==> config.mk <==
export PLATFORM = sky130hd
export DESIGN_NAME = dma_mstr_top
export DESIGN_NICKNAME = d
export VERILOG_FILES = /design/src/verilog/axi_mstr_pkg.sv /design/src/verilog/cmd_reg_pkg.sv /design/src/verilog/axi_single_mstr.sv /design/src/verilog/cmd_regs.sv /design/src/verilog/dma_mstr_top.sv /design/src/verilog/lane_align.sv
export SDC_FILE = /design/constraint.sdc
export NUM_CORES = 2
export LEC_CHECK = 0
export ABC_AREA = 1
export ABC_CLOCK_PERIOD_IN_PS = 2100
export BUFFER_PORTS_ARGS = -buffer_cell sky130_fd_sc_hd__buf_2
export CAP_MARGIN = 20
export CORE_AREA = 4 4 508 510
export DETAILED_ROUTE_END_ITERATION = 12
export DIE_AREA = 0 0 512 514
export GPL_ROUTABILITY_DRIVEN = 0
export GPL_TIMING_DRIVEN = 1
export SLEW_MARGIN = 5
export SYNTH_ARGS = -nofsm -noshare
export SYNTH_HDL_FRONTEND = slang
export SYNTH_SLANG_ARGS = --single-unit
==> constraint.sdc <==
create_clock -name aclk -period 2.1 [get_ports aclk]
set_clock_uncertainty 0.2 [all_clocks]
set_input_delay 0.42 -clock aclk [delete_from_list [all_inputs] [get_ports aclk]]
set_output_delay 0.42 -clock aclk [all_outputs]
set_load 0.02 [all_outputs]
==> src/verilog/axi_mstr_pkg.sv <==
// AXI master port definitions
`default_nettype none

package axi_mstr_pkg;

  // --------------------------------------
  // memory port widths
  // --------------------------------------

  localparam int unsigned axi_addr_w = 64;
  localparam int unsigned axi_data_w = 512;            // one full line per beat
  localparam int unsigned axi_strb_w = axi_data_w / 8; // a strobe bit per byte

  // byte offset inside a line, i.e. address bits 5:0
  localparam int unsigned lane_sel_w = $clog2(axi_strb_w);

  // every transfer moves one word of this many bytes
  localparam int unsigned word_bytes = 4;

  // --------------------------------------
  // command FSM
  // --------------------------------------

  // write goes AW, W, B and read goes AR, R
  typedef enum logic [2:0] {
    idle    = 3'd0,   // waiting for go
    wr_addr = 3'd1,   // awvalid up
    wr_data = 3'd2,   // wvalid up, only after AW
    wr_resp = 3'd3,   // bready up
    rd_addr = 3'd4,   // arvalid up
    rd_data = 3'd5    // rready up
  } mstr_state_e;

  // codes 6 and 7 are not reached

endpackage

`default_nettype wire

==> src/verilog/cmd_reg_pkg.sv <==
// command register map
`default_nettype none

package cmd_reg_pkg;

  // --------------------------------------
  // config bus widths
  // --------------------------------------

  // only the low offset bits reach this block
  localparam int unsigned cfg_addr_w = 8;
  localparam int unsigned cfg_data_w = 32;   // one register word

  // --------------------------------------
  // register offsets
  // --------------------------------------

  localparam logic [cfg_addr_w-1:0] ccr_off  = 8'h00;  // command control
  localparam logic [cfg_addr_w-1:0] cahr_off = 8'h04;  // target address, upper half
  localparam logic [cfg_addr_w-1:0] calr_off = 8'h08;  // target address, lower half
  localparam logic [cfg_addr_w-1:0] cwdr_off = 8'h0C;  // word to write
  localparam logic [cfg_addr_w-1:0] crdr_off = 8'h10;  // word fetched by a read

  // any hole in the map reads as this
  localparam logic [cfg_data_w-1:0] unmapped_rdata = 32'hffff_ffff;

  // --------------------------------------
  // command control word
  // --------------------------------------

  // either the whole word or its control bits
  typedef union packed {
    logic [cfg_data_w-1:0] raw;
    struct packed {
      logic [28:0] rsvd;     // reads as zero
      logic        rd_wrb;   // 1 read, 0 write
      logic        done;     // set when the B or R handshake completes
      logic        go;       // launch request
    } fld;
  } ccr_word_u;

endpackage

`default_nettype wire

==> src/verilog/axi_single_mstr.sv <==
// single beat AXI command FSM
`default_nettype none

module axi_single_mstr (
  input  wire   aclk,
  input  wire   rst_n,
  // command from the register file
  input  wire   cmd_start,     // go set and done clear
  input  wire   cmd_rd_wrb,    // 1 read, 0 write
  // write address channel
  output logic  awvalid,
  input  wire   awready,
  // write data channel
  output logic  wvalid,
  input  wire   wready,
  // write response channel, bresp ignored
  input  wire   bvalid,
  output logic  bready,
  // read address channel
  output logic  arvalid,
  input  wire   arready,
  // read data channel, rresp ignored
  input  wire   rvalid,
  output logic  rready,
  // status back to the register file
  output logic  mstr_idle,
  output logic  cmd_finish,    // one cycle, B or R handshake
  output logic  rd_word_vld    // one cycle, R handshake
);

  axi_mstr_pkg::mstr_state_e state_q;
  axi_mstr_pkg::mstr_state_e state_d;

  // --------------------------------------
  // next state
  // --------------------------------------

  always_comb begin
    state_d = state_q;   // hold while the slave stalls
    case (state_q)
      axi_mstr_pkg::idle: begin
        if (cmd_start) begin
          if (cmd_rd_wrb)
            state_d = axi_mstr_pkg::rd_addr;
          else
            state_d = axi_mstr_pkg::wr_addr;
        end
      end
      axi_mstr_pkg::wr_addr: begin
        if (awready)
          state_d = axi_mstr_pkg::wr_data;   // W only after AW accepted
      end
      axi_mstr_pkg::wr_data: begin
        if (wready)
          state_d = axi_mstr_pkg::wr_resp;
      end
      axi_mstr_pkg::wr_resp: begin
        if (bvalid)
          state_d = axi_mstr_pkg::idle;
      end
      axi_mstr_pkg::rd_addr: begin
        if (arready)
          state_d = axi_mstr_pkg::rd_data;
      end
      axi_mstr_pkg::rd_data: begin
        if (rvalid)
          state_d = axi_mstr_pkg::idle;
      end
      default: state_d = axi_mstr_pkg::idle;  // unused codes recover
    endcase
  end

  // --------------------------------------
  // state register
  // --------------------------------------

  always_ff @(posedge aclk) begin
    if (!rst_n)
      state_q <= axi_mstr_pkg::idle;
    else
      state_q <= state_d;
  end

  // --------------------------------------
  // channel controls
  // --------------------------------------

  // each valid is a pure state decode, so it stays up under back-pressure
  assign awvalid = (state_q == axi_mstr_pkg::wr_addr);
  assign wvalid  = (state_q == axi_mstr_pkg::wr_data);
  assign bready  = (state_q == axi_mstr_pkg::wr_resp);
  assign arvalid = (state_q == axi_mstr_pkg::rd_addr);
  assign rready  = (state_q == axi_mstr_pkg::rd_data);

  assign mstr_idle   = (state_q == axi_mstr_pkg::idle);
  assign rd_word_vld = rready & rvalid;                  // load CRDR
  assign cmd_finish  = (bready & bvalid) | rd_word_vld;  // set done

endmodule

`default_nettype wire

==> src/verilog/cmd_regs.sv <==
// command register file
`default_nettype none

module cmd_regs (
  input  wire                                  aclk,
  input  wire                                  rst_n,
  // config bus, one-cycle wr/rd pulse
  input  wire                                  cfg_wr,
  input  wire                                  cfg_rd,
  input  wire  [cmd_reg_pkg::cfg_addr_w-1:0]   cfg_addr,
  input  wire  [cmd_reg_pkg::cfg_data_w-1:0]   cfg_wdata,
  output logic [cmd_reg_pkg::cfg_data_w-1:0]   cfg_rdata,
  output logic                                 cfg_ack,
  // status back from the FSM
  input  wire                                  mstr_idle,
  input  wire                                  cmd_finish,
  input  wire                                  rd_word_vld,
  input  wire  [cmd_reg_pkg::cfg_data_w-1:0]   rd_word,
  // command towards FSM and lane aligner
  output logic                                 cmd_start,
  output logic                                 cmd_rd_wrb,
  output logic [axi_mstr_pkg::axi_addr_w-1:0]  cmd_addr,
  output logic [cmd_reg_pkg::cfg_data_w-1:0]   cmd_wr_data
);

  logic                               wr_stretch;   // wr held until ack
  logic                               rd_stretch;   // rd held until ack
  logic [cmd_reg_pkg::cfg_addr_w-1:0] cfg_addr_q;
  cmd_reg_pkg::ccr_word_u             cfg_wdata_q;  // captured write word
  logic                               reg_we;
  logic                               rd_sample;
  logic                               go_q;
  logic                               done_q;
  logic                               rd_wrb_q;
  logic [cmd_reg_pkg::cfg_data_w-1:0] addr_hi_q;    // CAHR
  logic [cmd_reg_pkg::cfg_data_w-1:0] addr_lo_q;    // CALR
  logic [cmd_reg_pkg::cfg_data_w-1:0] wr_data_q;    // CWDR
  logic [cmd_reg_pkg::cfg_data_w-1:0] rd_data_q;    // CRDR
  cmd_reg_pkg::ccr_word_u             ccr_rd;       // CCR as read back

  // --------------------------------------
  // config access and ack
  // --------------------------------------

  // pulse at N, stretch from N+1, ack at N+2 for one cycle
  always_ff @(posedge aclk) begin
    if (!rst_n) begin
      wr_stretch <= 1'b0;
      rd_stretch <= 1'b0;
      cfg_ack    <= 1'b0;
    end else begin
      wr_stretch <= cfg_wr | (wr_stretch & ~cfg_ack);
      rd_stretch <= cfg_rd | (rd_stretch & ~cfg_ack);
      cfg_ack    <= (wr_stretch | rd_stretch) & ~cfg_ack;
    end
  end

  always_ff @(posedge aclk) begin
    if (cfg_wr | cfg_rd) begin
      cfg_addr_q      <= cfg_addr;
      cfg_wdata_q.raw <= cfg_wdata;
    end
  end

  assign reg_we    = wr_stretch & ~cfg_ack;  // lands on the edge ack rises
  assign rd_sample = rd_stretch & ~cfg_ack;

  // --------------------------------------
  // CCR
  // --------------------------------------

  always_ff @(posedge aclk) begin
    if (!rst_n) begin
      go_q     <= 1'b0;
      done_q   <= 1'b0;
      rd_wrb_q <= 1'b0;
    end else if (reg_we && (cfg_addr_q == cmd_reg_pkg::ccr_off)) begin
      go_q     <= cfg_wdata_q.fld.go;
      done_q   <= cfg_wdata_q.fld.done;
      rd_wrb_q <= cfg_wdata_q.fld.rd_wrb;
    end else begin
      go_q   <= go_q & mstr_idle;       // held until the FSM leaves idle
      done_q <= done_q | cmd_finish;    // sticky until host clears it
    end
  end

  // --------------------------------------
  // address and data registers
  // --------------------------------------

  always_ff @(posedge aclk) begin
    if (!rst_n) begin
      addr_hi_q <= '0;
      addr_lo_q <= '0;
      wr_data_q <= '0;
      rd_data_q <= '0;
    end else begin
      if (reg_we && (cfg_addr_q == cmd_reg_pkg::cahr_off))
        addr_hi_q <= cfg_wdata_q.raw;
      if (reg_we && (cfg_addr_q == cmd_reg_pkg::calr_off))
        addr_lo_q <= cfg_wdata_q.raw;
      if (reg_we && (cfg_addr_q == cmd_reg_pkg::cwdr_off))
        wr_data_q <= cfg_wdata_q.raw;
      if (reg_we && (cfg_addr_q == cmd_reg_pkg::crdr_off))
        rd_data_q <= cfg_wdata_q.raw;   // host may preset it
      else if (rd_word_vld)
        rd_data_q <= rd_word;           // fetched word on R handshake
    end
  end

  // --------------------------------------
  // readback
  // --------------------------------------

  always_comb begin
    ccr_rd.fld.rsvd   = '0;
    ccr_rd.fld.rd_wrb = rd_wrb_q;
    ccr_rd.fld.done   = done_q;
    ccr_rd.fld.go     = go_q;
  end

  // valid in the ack cycle
  always_ff @(posedge aclk) begin
    if (!rst_n) begin
      cfg_rdata <= '0;
    end else if (rd_sample) begin
      case (cfg_addr_q)
        cmd_reg_pkg::ccr_off:  cfg_rdata <= ccr_rd.raw;
        cmd_reg_pkg::cahr_off: cfg_rdata <= addr_hi_q;
        cmd_reg_pkg::calr_off: cfg_rdata <= addr_lo_q;
        cmd_reg_pkg::cwdr_off: cfg_rdata <= wr_data_q;
        cmd_reg_pkg::crdr_off: cfg_rdata <= rd_data_q;
        default:               cfg_rdata <= cmd_reg_pkg::unmapped_rdata;
      endcase
    end
  end

  assign cmd_start   = go_q & ~done_q;          // no relaunch until done cleared
  assign cmd_rd_wrb  = rd_wrb_q;
  assign cmd_addr    = {addr_hi_q, addr_lo_q};
  assign cmd_wr_data = wr_data_q;

endmodule

`default_nettype wire

==> src/verilog/dma_mstr_top.sv <==
// register controlled AXI master top
`default_nettype none

module dma_mstr_top (
  input  wire                                  aclk,
  input  wire                                  rst_n,
  // --------------------------------------
  // config bus
  // --------------------------------------
  input  wire                                  cfg_wr,
  input  wire                                  cfg_rd,
  input  wire  [cmd_reg_pkg::cfg_addr_w-1:0]   cfg_addr,
  input  wire  [cmd_reg_pkg::cfg_data_w-1:0]   cfg_wdata,
  output logic [cmd_reg_pkg::cfg_data_w-1:0]   cfg_rdata,
  output logic                                 cfg_ack,
  // --------------------------------------
  // AXI4 memory port
  // --------------------------------------
  output logic [axi_mstr_pkg::axi_addr_w-1:0]  awaddr,
  output logic                                 awvalid,
  input  wire                                  awready,
  output logic [axi_mstr_pkg::axi_data_w-1:0]  wdata,
  output logic [axi_mstr_pkg::axi_strb_w-1:0]  wstrb,
  output logic                                 wvalid,
  input  wire                                  wready,
  input  wire                                  bvalid,
  output logic                                 bready,
  output logic [axi_mstr_pkg::axi_addr_w-1:0]  araddr,
  output logic                                 arvalid,
  input  wire                                  arready,
  input  wire  [axi_mstr_pkg::axi_data_w-1:0]  rdata,
  input  wire                                  rvalid,
  output logic                                 rready
);

  logic                                 cmd_start;
  logic                                 cmd_rd_wrb;
  logic [axi_mstr_pkg::axi_addr_w-1:0]  cmd_addr;     // CAHR and CALR joined
  logic [cmd_reg_pkg::cfg_data_w-1:0]   cmd_wr_data;
  logic [cmd_reg_pkg::cfg_data_w-1:0]   rd_word;      // word pulled from rdata
  logic                                 mstr_idle;
  logic                                 cmd_finish;
  logic                                 rd_word_vld;

  cmd_regs cmd_regs_i (
    .aclk        (aclk),
    .rst_n       (rst_n),
    .cfg_wr      (cfg_wr),
    .cfg_rd      (cfg_rd),
    .cfg_addr    (cfg_addr),
    .cfg_wdata   (cfg_wdata),
    .cfg_rdata   (cfg_rdata),
    .cfg_ack     (cfg_ack),
    .mstr_idle   (mstr_idle),
    .cmd_finish  (cmd_finish),
    .rd_word_vld (rd_word_vld),
    .rd_word     (rd_word),
    .cmd_start   (cmd_start),
    .cmd_rd_wrb  (cmd_rd_wrb),
    .cmd_addr    (cmd_addr),
    .cmd_wr_data (cmd_wr_data)
  );

  axi_single_mstr axi_single_mstr_i (
    .aclk        (aclk),
    .rst_n       (rst_n),
    .cmd_start   (cmd_start),
    .cmd_rd_wrb  (cmd_rd_wrb),
    .awvalid     (awvalid),
    .awready     (awready),
    .wvalid      (wvalid),
    .wready      (wready),
    .bvalid      (bvalid),
    .bready      (bready),
    .arvalid     (arvalid),
    .arready     (arready),
    .rvalid      (rvalid),
    .rready      (rready),
    .mstr_idle   (mstr_idle),
    .cmd_finish  (cmd_finish),
    .rd_word_vld (rd_word_vld)
  );

  lane_align lane_align_i (
    .lane_sel   (cmd_addr[axi_mstr_pkg::lane_sel_w-1:0]),  // byte within line
    .wr_word    (cmd_wr_data),
    .rdata      (rdata),
    .line_wdata (wdata),
    .line_wstrb (wstrb),
    .rd_word    (rd_word)
  );

  // same target for both directions
  assign awaddr = cmd_addr;
  assign araddr = cmd_addr;

endmodule

`default_nettype wire

==> src/verilog/lane_align.sv <==
// byte lane alignment
`default_nettype none

module lane_align (
  input  wire  [axi_mstr_pkg::lane_sel_w-1:0]    lane_sel,   // address bits 5:0
  input  wire  [axi_mstr_pkg::word_bytes*8-1:0]  wr_word,
  input  wire  [axi_mstr_pkg::axi_data_w-1:0]    rdata,
  output logic [axi_mstr_pkg::axi_data_w-1:0]    line_wdata,
  output logic [axi_mstr_pkg::axi_strb_w-1:0]    line_wstrb,
  output logic [axi_mstr_pkg::word_bytes*8-1:0]  rd_word
);

  logic [axi_mstr_pkg::lane_sel_w+2:0]  bit_sel;    // byte offset in bits
  logic [axi_mstr_pkg::axi_data_w-1:0]  word_line;  // write word at lane 0
  logic [axi_mstr_pkg::axi_strb_w-1:0]  word_strb;  // strobes at lane 0
  logic [axi_mstr_pkg::axi_data_w-1:0]  rd_line;    // line moved down to lane 0

  assign bit_sel = {lane_sel, 3'b000};

  // --------------------------------------
  // write side
  // --------------------------------------

  assign word_line = {{(axi_mstr_pkg::axi_data_w - axi_mstr_pkg::word_bytes*8){1'b0}},
                      wr_word};
  assign word_strb = {{(axi_mstr_pkg::axi_strb_w - axi_mstr_pkg::word_bytes){1'b0}},
                      {axi_mstr_pkg::word_bytes{1'b1}}};

  // bytes pushed past byte 63 fall off the top
  assign line_wdata = word_line << bit_sel;
  assign line_wstrb = word_strb << lane_sel;

  // --------------------------------------
  // read side
  // --------------------------------------

  // zero fill from the top, so bytes past 63 come back as zero
  assign rd_line = rdata >> bit_sel;
  assign rd_word = rd_line[axi_mstr_pkg::word_bytes*8-1:0];

endmodule

`default_nettype wire

# Word-level counts from Yosys, hierarchy flattened
# Cells that the tools add are included.
# W data, S select, Z words.
# totals
register_bits	209
latchBits	0
ram_bits	0
rom_bits	0
input_bits	561
out_inout_bits	742
word_cells	69
mem_count	0
# classes
add_sub_neg	0
mul	0
div	0
n_lt_le_gt_ge	0
n_eq_ne	15
n_shift	3
n_mux	13
n_bitwise	15
reduce_logical	9
# op_table
cell	count
$shl A32 B9 Y512	1
$shr A512 B9 Y32	1
$pmux W32 S5	1
$mux W32	2
$shl A4 B6 Y64 const A	1
$mux W3	7
$pmux W3 S6	1
$eq A8 B4 Y1 const B	2
$eq A8 B3 Y1 const B	1
$eq A8 B5 Y1 const B	1
$logic_not A8 Y1	1
$ne A2 B1 Y1 const B	4
$and A1 B1 Y1	7
$eq A3 B2 Y1 const B	2
$eq A3 B3 Y1 const B	2
$or A1 B1 Y1	6
$reduce_and A6 Y1	1
$logic_and A1 B1 Y1	5
$ne A2 B2 Y1 const B	2
$eq A3 B1 Y1 const B	1
$logic_not A3 Y1	1
$mux W1	2
$not A1 Y1	2
$reduce_bool A2 Y1	1

# Depth between registers and ports, before layout
# depth
word_depth	5
ltp_mapped	14
depth_no_buf	11

# Modules after synthesis
# A second synthesis with hierarchy kept.
# unflattened
hier_cells	5895
area_unflattened_um2	29742.3
# by_module_without_submodules
mod	n_inst	cells_per_inst	area_per_inst_um2	seq_area_each_um2
lane_align	1	4771	20264.4	0.0
cmd_regs	1	1007	8663.3	4524.3
dma_mstr_top	1	64	480.5	0.0
axi_single_mstr	1	53	334.1	60.1

# Worst setup path after synthesis
# No wires, ideal clock.
# synth_timing
path_kind	reg2out
start	register cmd_regs_i.addr_lo_q[2] in the netlist's numbering
end	output wdata[184] in the netlist's numbering
arrival_ps	2071
required_ps	1480
setup_slack_ps	-591
stages_incl_launch_ff	10
path_buffers	3
path_cell_list	dfxtp_1 -> buf_4 -> inv_2 -> nor2_1 -> buf_2 -> inv_2 -> buf_2 -> nor2_1 -> inv_1 -> nor2_1
# synth_via
elab_chain_cells	1
# synth_rtl
element	line	text
start, declared	cmd_regs.sv:36	logic [cmd_reg_pkg::cfg_data_w-1:0] addr_lo_q;
start signal, assigned	cmd_regs.sv:101	addr_lo_q <= cfg_wdata_q.raw;
$shl A32 B9 Y512	lane_align.sv:30	assign line_wdata = word_line << bit_sel;
end, declared	dma_mstr_top.sv:22	output logic [axi_mstr_pkg::axi_data_w-1:0] wdata,
# No other way between the ends.

# Final worst setup path
# layout_timing
start	register cmd_regs_i.addr_lo_q[1] in the netlist's numbering
end	output wdata[67] in the netlist's numbering
# Same word-level chain as after synthesis.

==> impl_metrics.csv <==
group,metric,value,unit
global_route,grt_pass1_wl,398000,µm
pwr,power.switching,3.93,mW
setup_path,cp_cell_sequence,"buf_12, nor2_4, inv_2, buf_12, o22ai_4, buf_6, a22oi_2, buf_6, buf_12, nor2_4, buf_12",
worst_hold_path,holdPathStages,4,
worst_hold_path,hp-class,"primary input to register",
clock_tree,cts_tree,"built",
routing,totalWireLength,308000,µm
setup_path,cp_max_fo,9,
global_route,antenna_found_initial,298,
routing,dr_total_vias,49300,
floorplan,core_area,253000,µm²
pwr,irDropWorstVdd,0.429,mV
run_status,status,"finished with violations",
setup_path,cp.buffers_inverters,7,
cells_and_area,final_layout_size_suffix_gt1_share,41.9,%
routing,drt-pass1-iter-count,8,
sta,worst_pin_slew,0.798,ns
clock_tree,ctsLongestPathBuffers,3,
pwr,leakagePower,26.8,nW
routing,final_antenna_net_count,0,
logic_synthesis,synth_nets,6499,
logic_synthesis,synth_area,29200,µm²
pwr,p_per_area,203,nW/µm²
global_route,grt_usage,22.0,%
sta,relSlewSlack,46.8,%
logic_synthesis,ys_ff_latch,209,
pwr,seqPwrFrac,36.3,%
routing,drc,0,
sta,slew_violations,0,
logic_synthesis,yosysSeqAreaShare,15.7,%
clock_tree,cts_max_level,1,
routing,drtIter0Drc,4960,
clock_tree,cts_buffers,23,
sta,finalSetupTns,-531.40,ns
logic_synthesis,avgSynthCellArea,4.92,µm²
pwr,power.internal,7.90,mW
floorplan,rows,185,
setup_path,cp_common_cell,"buf_12",
sta,period_share,150,%
sta,max_freq,317,MHz
setup_path,critPathRequiredTime,1.48,ns
routing,vias_per_cell,4.35,
setup_path,path_depth,11,
setup_path,rr_worst_depth,13,
pwr,clock_power_share,37.3,%
clock_tree,cts-root-buf,"clkbuf_16",
clock_tree,cts.sinks,209,
setup_path,crit_family,"buffers and inverters",
setup_path,critical_path.max_stage_delay,0.44,ns
logic_synthesis,synth_warnings,0,
floorplan,io_pins,1303,
sta,finalSetupViolCount,698,
sta,holdWs,0.0842,ns
pwr,combPwrFrac,26.4,%
logic_synthesis,postSynthCellCount,5936,
global_route,grt_max_degree,85,
logic_synthesis,synth.distinct_cells,37,
routing,wire_per_inst,27.2,µm
floorplan,die_height,514,µm
job,maxCapViolations,0,
setup_path,start_kind,"register",
sta,timing.final.crit_period,3.16,ns
floorplan,dieWidth,512,µm
cells_and_area,fin_util,22.9,%
setup_path,end_kind,"output pin",
clock_tree,cts.reportedPaths.clkPinSlew,0.07,ns
sta,hold_viol,0,
cells_and_area,nFillCells,28600,
setup_path,cp_slowest_cell,"dfxtp_4",
sta,grt_setup_unrepaired,"true",
global_route,overflow,0,
cells_and_area,syn2layout_area_growth,99.2,%
pwr,swShare,33.2,%
sta,fin_ws,-1.06,ns
cells_and_area,fin_area,58200,µm²
setup_path,critPathKind,"register to output pin",
run_status,violations,"setup timing",
place,detailed_place_hpwl,266000,µm
global_route,grt_pass1_vias,44400,
setup_path,worstPathArrival,2.54,ns
place,io_buffers,1302,
floorplan,dieArea,263000,µm²
cells_and_area,final_nets,8378,
floorplan,start_util,11.5,%
place,place_area,52100,µm²
clock_tree,clkLatencyLatePin,0.56,ns
metrics by stage:
step,total power [mW],setup WS (ns),std cells
floorplan,5.61,-0.285,5936
global placement,7.35,-1.16,11000
detailed placement,7.36,-1.20,11000
CTS,11.9,-1.11,11200
global route,12.3,-1.10,11300
finish,11.8,-1.06,11300
placed cells by master, fill, tap and decap left out, types with 16 or more instances in the layout:
master         netlist  layout
a21oi_1            141     138
buf_12               0     223
buf_16               0      16
buf_2              277    1001
buf_4               93     765
buf_6                5     278
clkbuf_16            0      28
dfxtp_1            169     163
diode_2              0     147
dlygate4sd3_1        0      42
edfxtp_1            40      40
inv_1              318     245
inv_2               16      50
inv_4                1      16
nand2_1           2332    2208
nand2_2              3      50
nand2_4              2      63
nand2_8              0      16
nand3_1           1006     998
nor2_1             999     457
nor2_2               4      34
nor2_4               7     519
o211ai_1            19      19
o21ai_0            200     178
o21ai_4              0      58
o22ai_1             87      32
o22ai_2              5      18
o22ai_4              0      42
cells in the mapped netlist (all sizes together):
cell type,instances,area (µm²)
dfxtp,169,3380
nand4,2,18.8
o21ai,249,1280
inv,335,1260
a21oi,143,723
clkbuf,108,405
o22ai,92,607
a22oi,16,120
nor3,11,93.8
nand2,2337,8790
o211a,1,10.0
ha,2,25.0
nor2,1010,3850
clkinv,1,3.75
a31oi,3,18.8
buf,389,2190
edfxtp,40,1200
o211ai,19,143
mux2i,1,10.0
o221ai,2,17.5
nand3,1006,5030
final cells by class:
type	count	area, µm²	area share, %
inverter	336	1460	2.50
tap	3366	4210	7.24
multi-input combinational	4894	27000	46.5
clock buffer	28	604	1.04
antenna	147	368	0.632
sequential	209	4610	7.92
clock inverter	14	169	0.290
timing repair buffer	2351	19700	33.9
logic make-up (layout without fill, tap and decap cells):
logic type / count (synthesis) / in the layout / share of synthesized area (%)
adders and majority gates: 2 / 2 / 0.0857
buffers and inverters: 833 / 2729 / 13.2
AOI/OAI and AO/OA: 525 / 525 / 9.99
and+or+nand+nor: 4366 / 4366 / 61.0
DFF: 209 / 209 / 15.7
muxes: 1 / 1 / 0.0343
other: 0 / 147 / 0
power groups by stage:
| stage | combinational, mW | clock, mW | sequential, mW |
|---|---|---|---|
| 4_1_cts | 3.07 | 4.50 | 4.29 |
| 5_1_grt | 3.38 | 4.60 | 4.31 |
| 3_5_place_dp | 2.97 | 0 | 4.38 |
| 2_1_floorplan | 1.16 | 0 | 4.45 |
| 6_report | 3.12 | 4.41 | 4.30 |
| 3_3_place_gp | 2.97 | 0 | 4.38 |
flip-flops by register name, indices dropped and copies added, names as in the netlist:
| name | count |
|---|---|
| cmd_regs_i.cfg_rdata | 32 |
| cmd_regs_i.cmd_wr_data | 32 |
| axi_single_mstr_i.state_q | 3 |
| cmd_regs_i.addr_lo_q | 32 |
| cmd_regs_i.cmd_rd_wrb | 1 |
| cmd_regs_i.addr_hi_q | 32 |
| cmd_regs_i.cfg_addr_q | 8 |
| cmd_regs_i.rd_stretch | 1 |
| cmd_regs_i.done_q | 1 |
| cmd_regs_i.cfg_wdata_q | 32 |
| cmd_regs_i.wr_stretch | 1 |
| cmd_regs_i.rd_data_q | 32 |
| cmd_regs_i.go_q | 1 |
| cmd_regs_i.cfg_ack | 1 |
worst min-delay path, stage by stage:
cell and delay [ns]:
buf_2 0.08, nand2_1 0.07, nand3_1 0.09, o211a_1 0.14
path summary, 6_finish.rpt:
kind                            slack [ns]                           end                    start
worst max-delay path                 -1.06                     wdata[67]  cmd_regs_i.addr_lo_q[1]
worst min-delay path                  0.08             cmd_regs_i.done_q                   bvalid
worst max register to register       -0.89      cmd_regs_i.rd_data_q[22]  cmd_regs_i.addr_lo_q[1]
worst min register to register        0.33  axi_single_mstr_i.state_q[2]    cmd_regs_i.cmd_rd_wrb
layer usage:
layer  global-route usage, %  wire, µm  vias to the layer above
met1                    26.3    120000                    22900
met5                       0       854                        -
met4                    10.0     17000                      128
met3                    9.23     36500                      647
li1                        -         -                    22900
met2                    34.2    134000                     2762
what timing repair did:
item / 4_1_cts / 5_1_grt
hold buffers: 42 / 0
buffers inserted: 45 / 41
cloned: 11 / 7
setup endpoints to repair: 701 / 733
pin swaps: 77 / 109
gates resized for setup: 410 / 533
hold endpoints to repair: 42 / 0
Note: power is estimated with default switching activity, not from simulation.
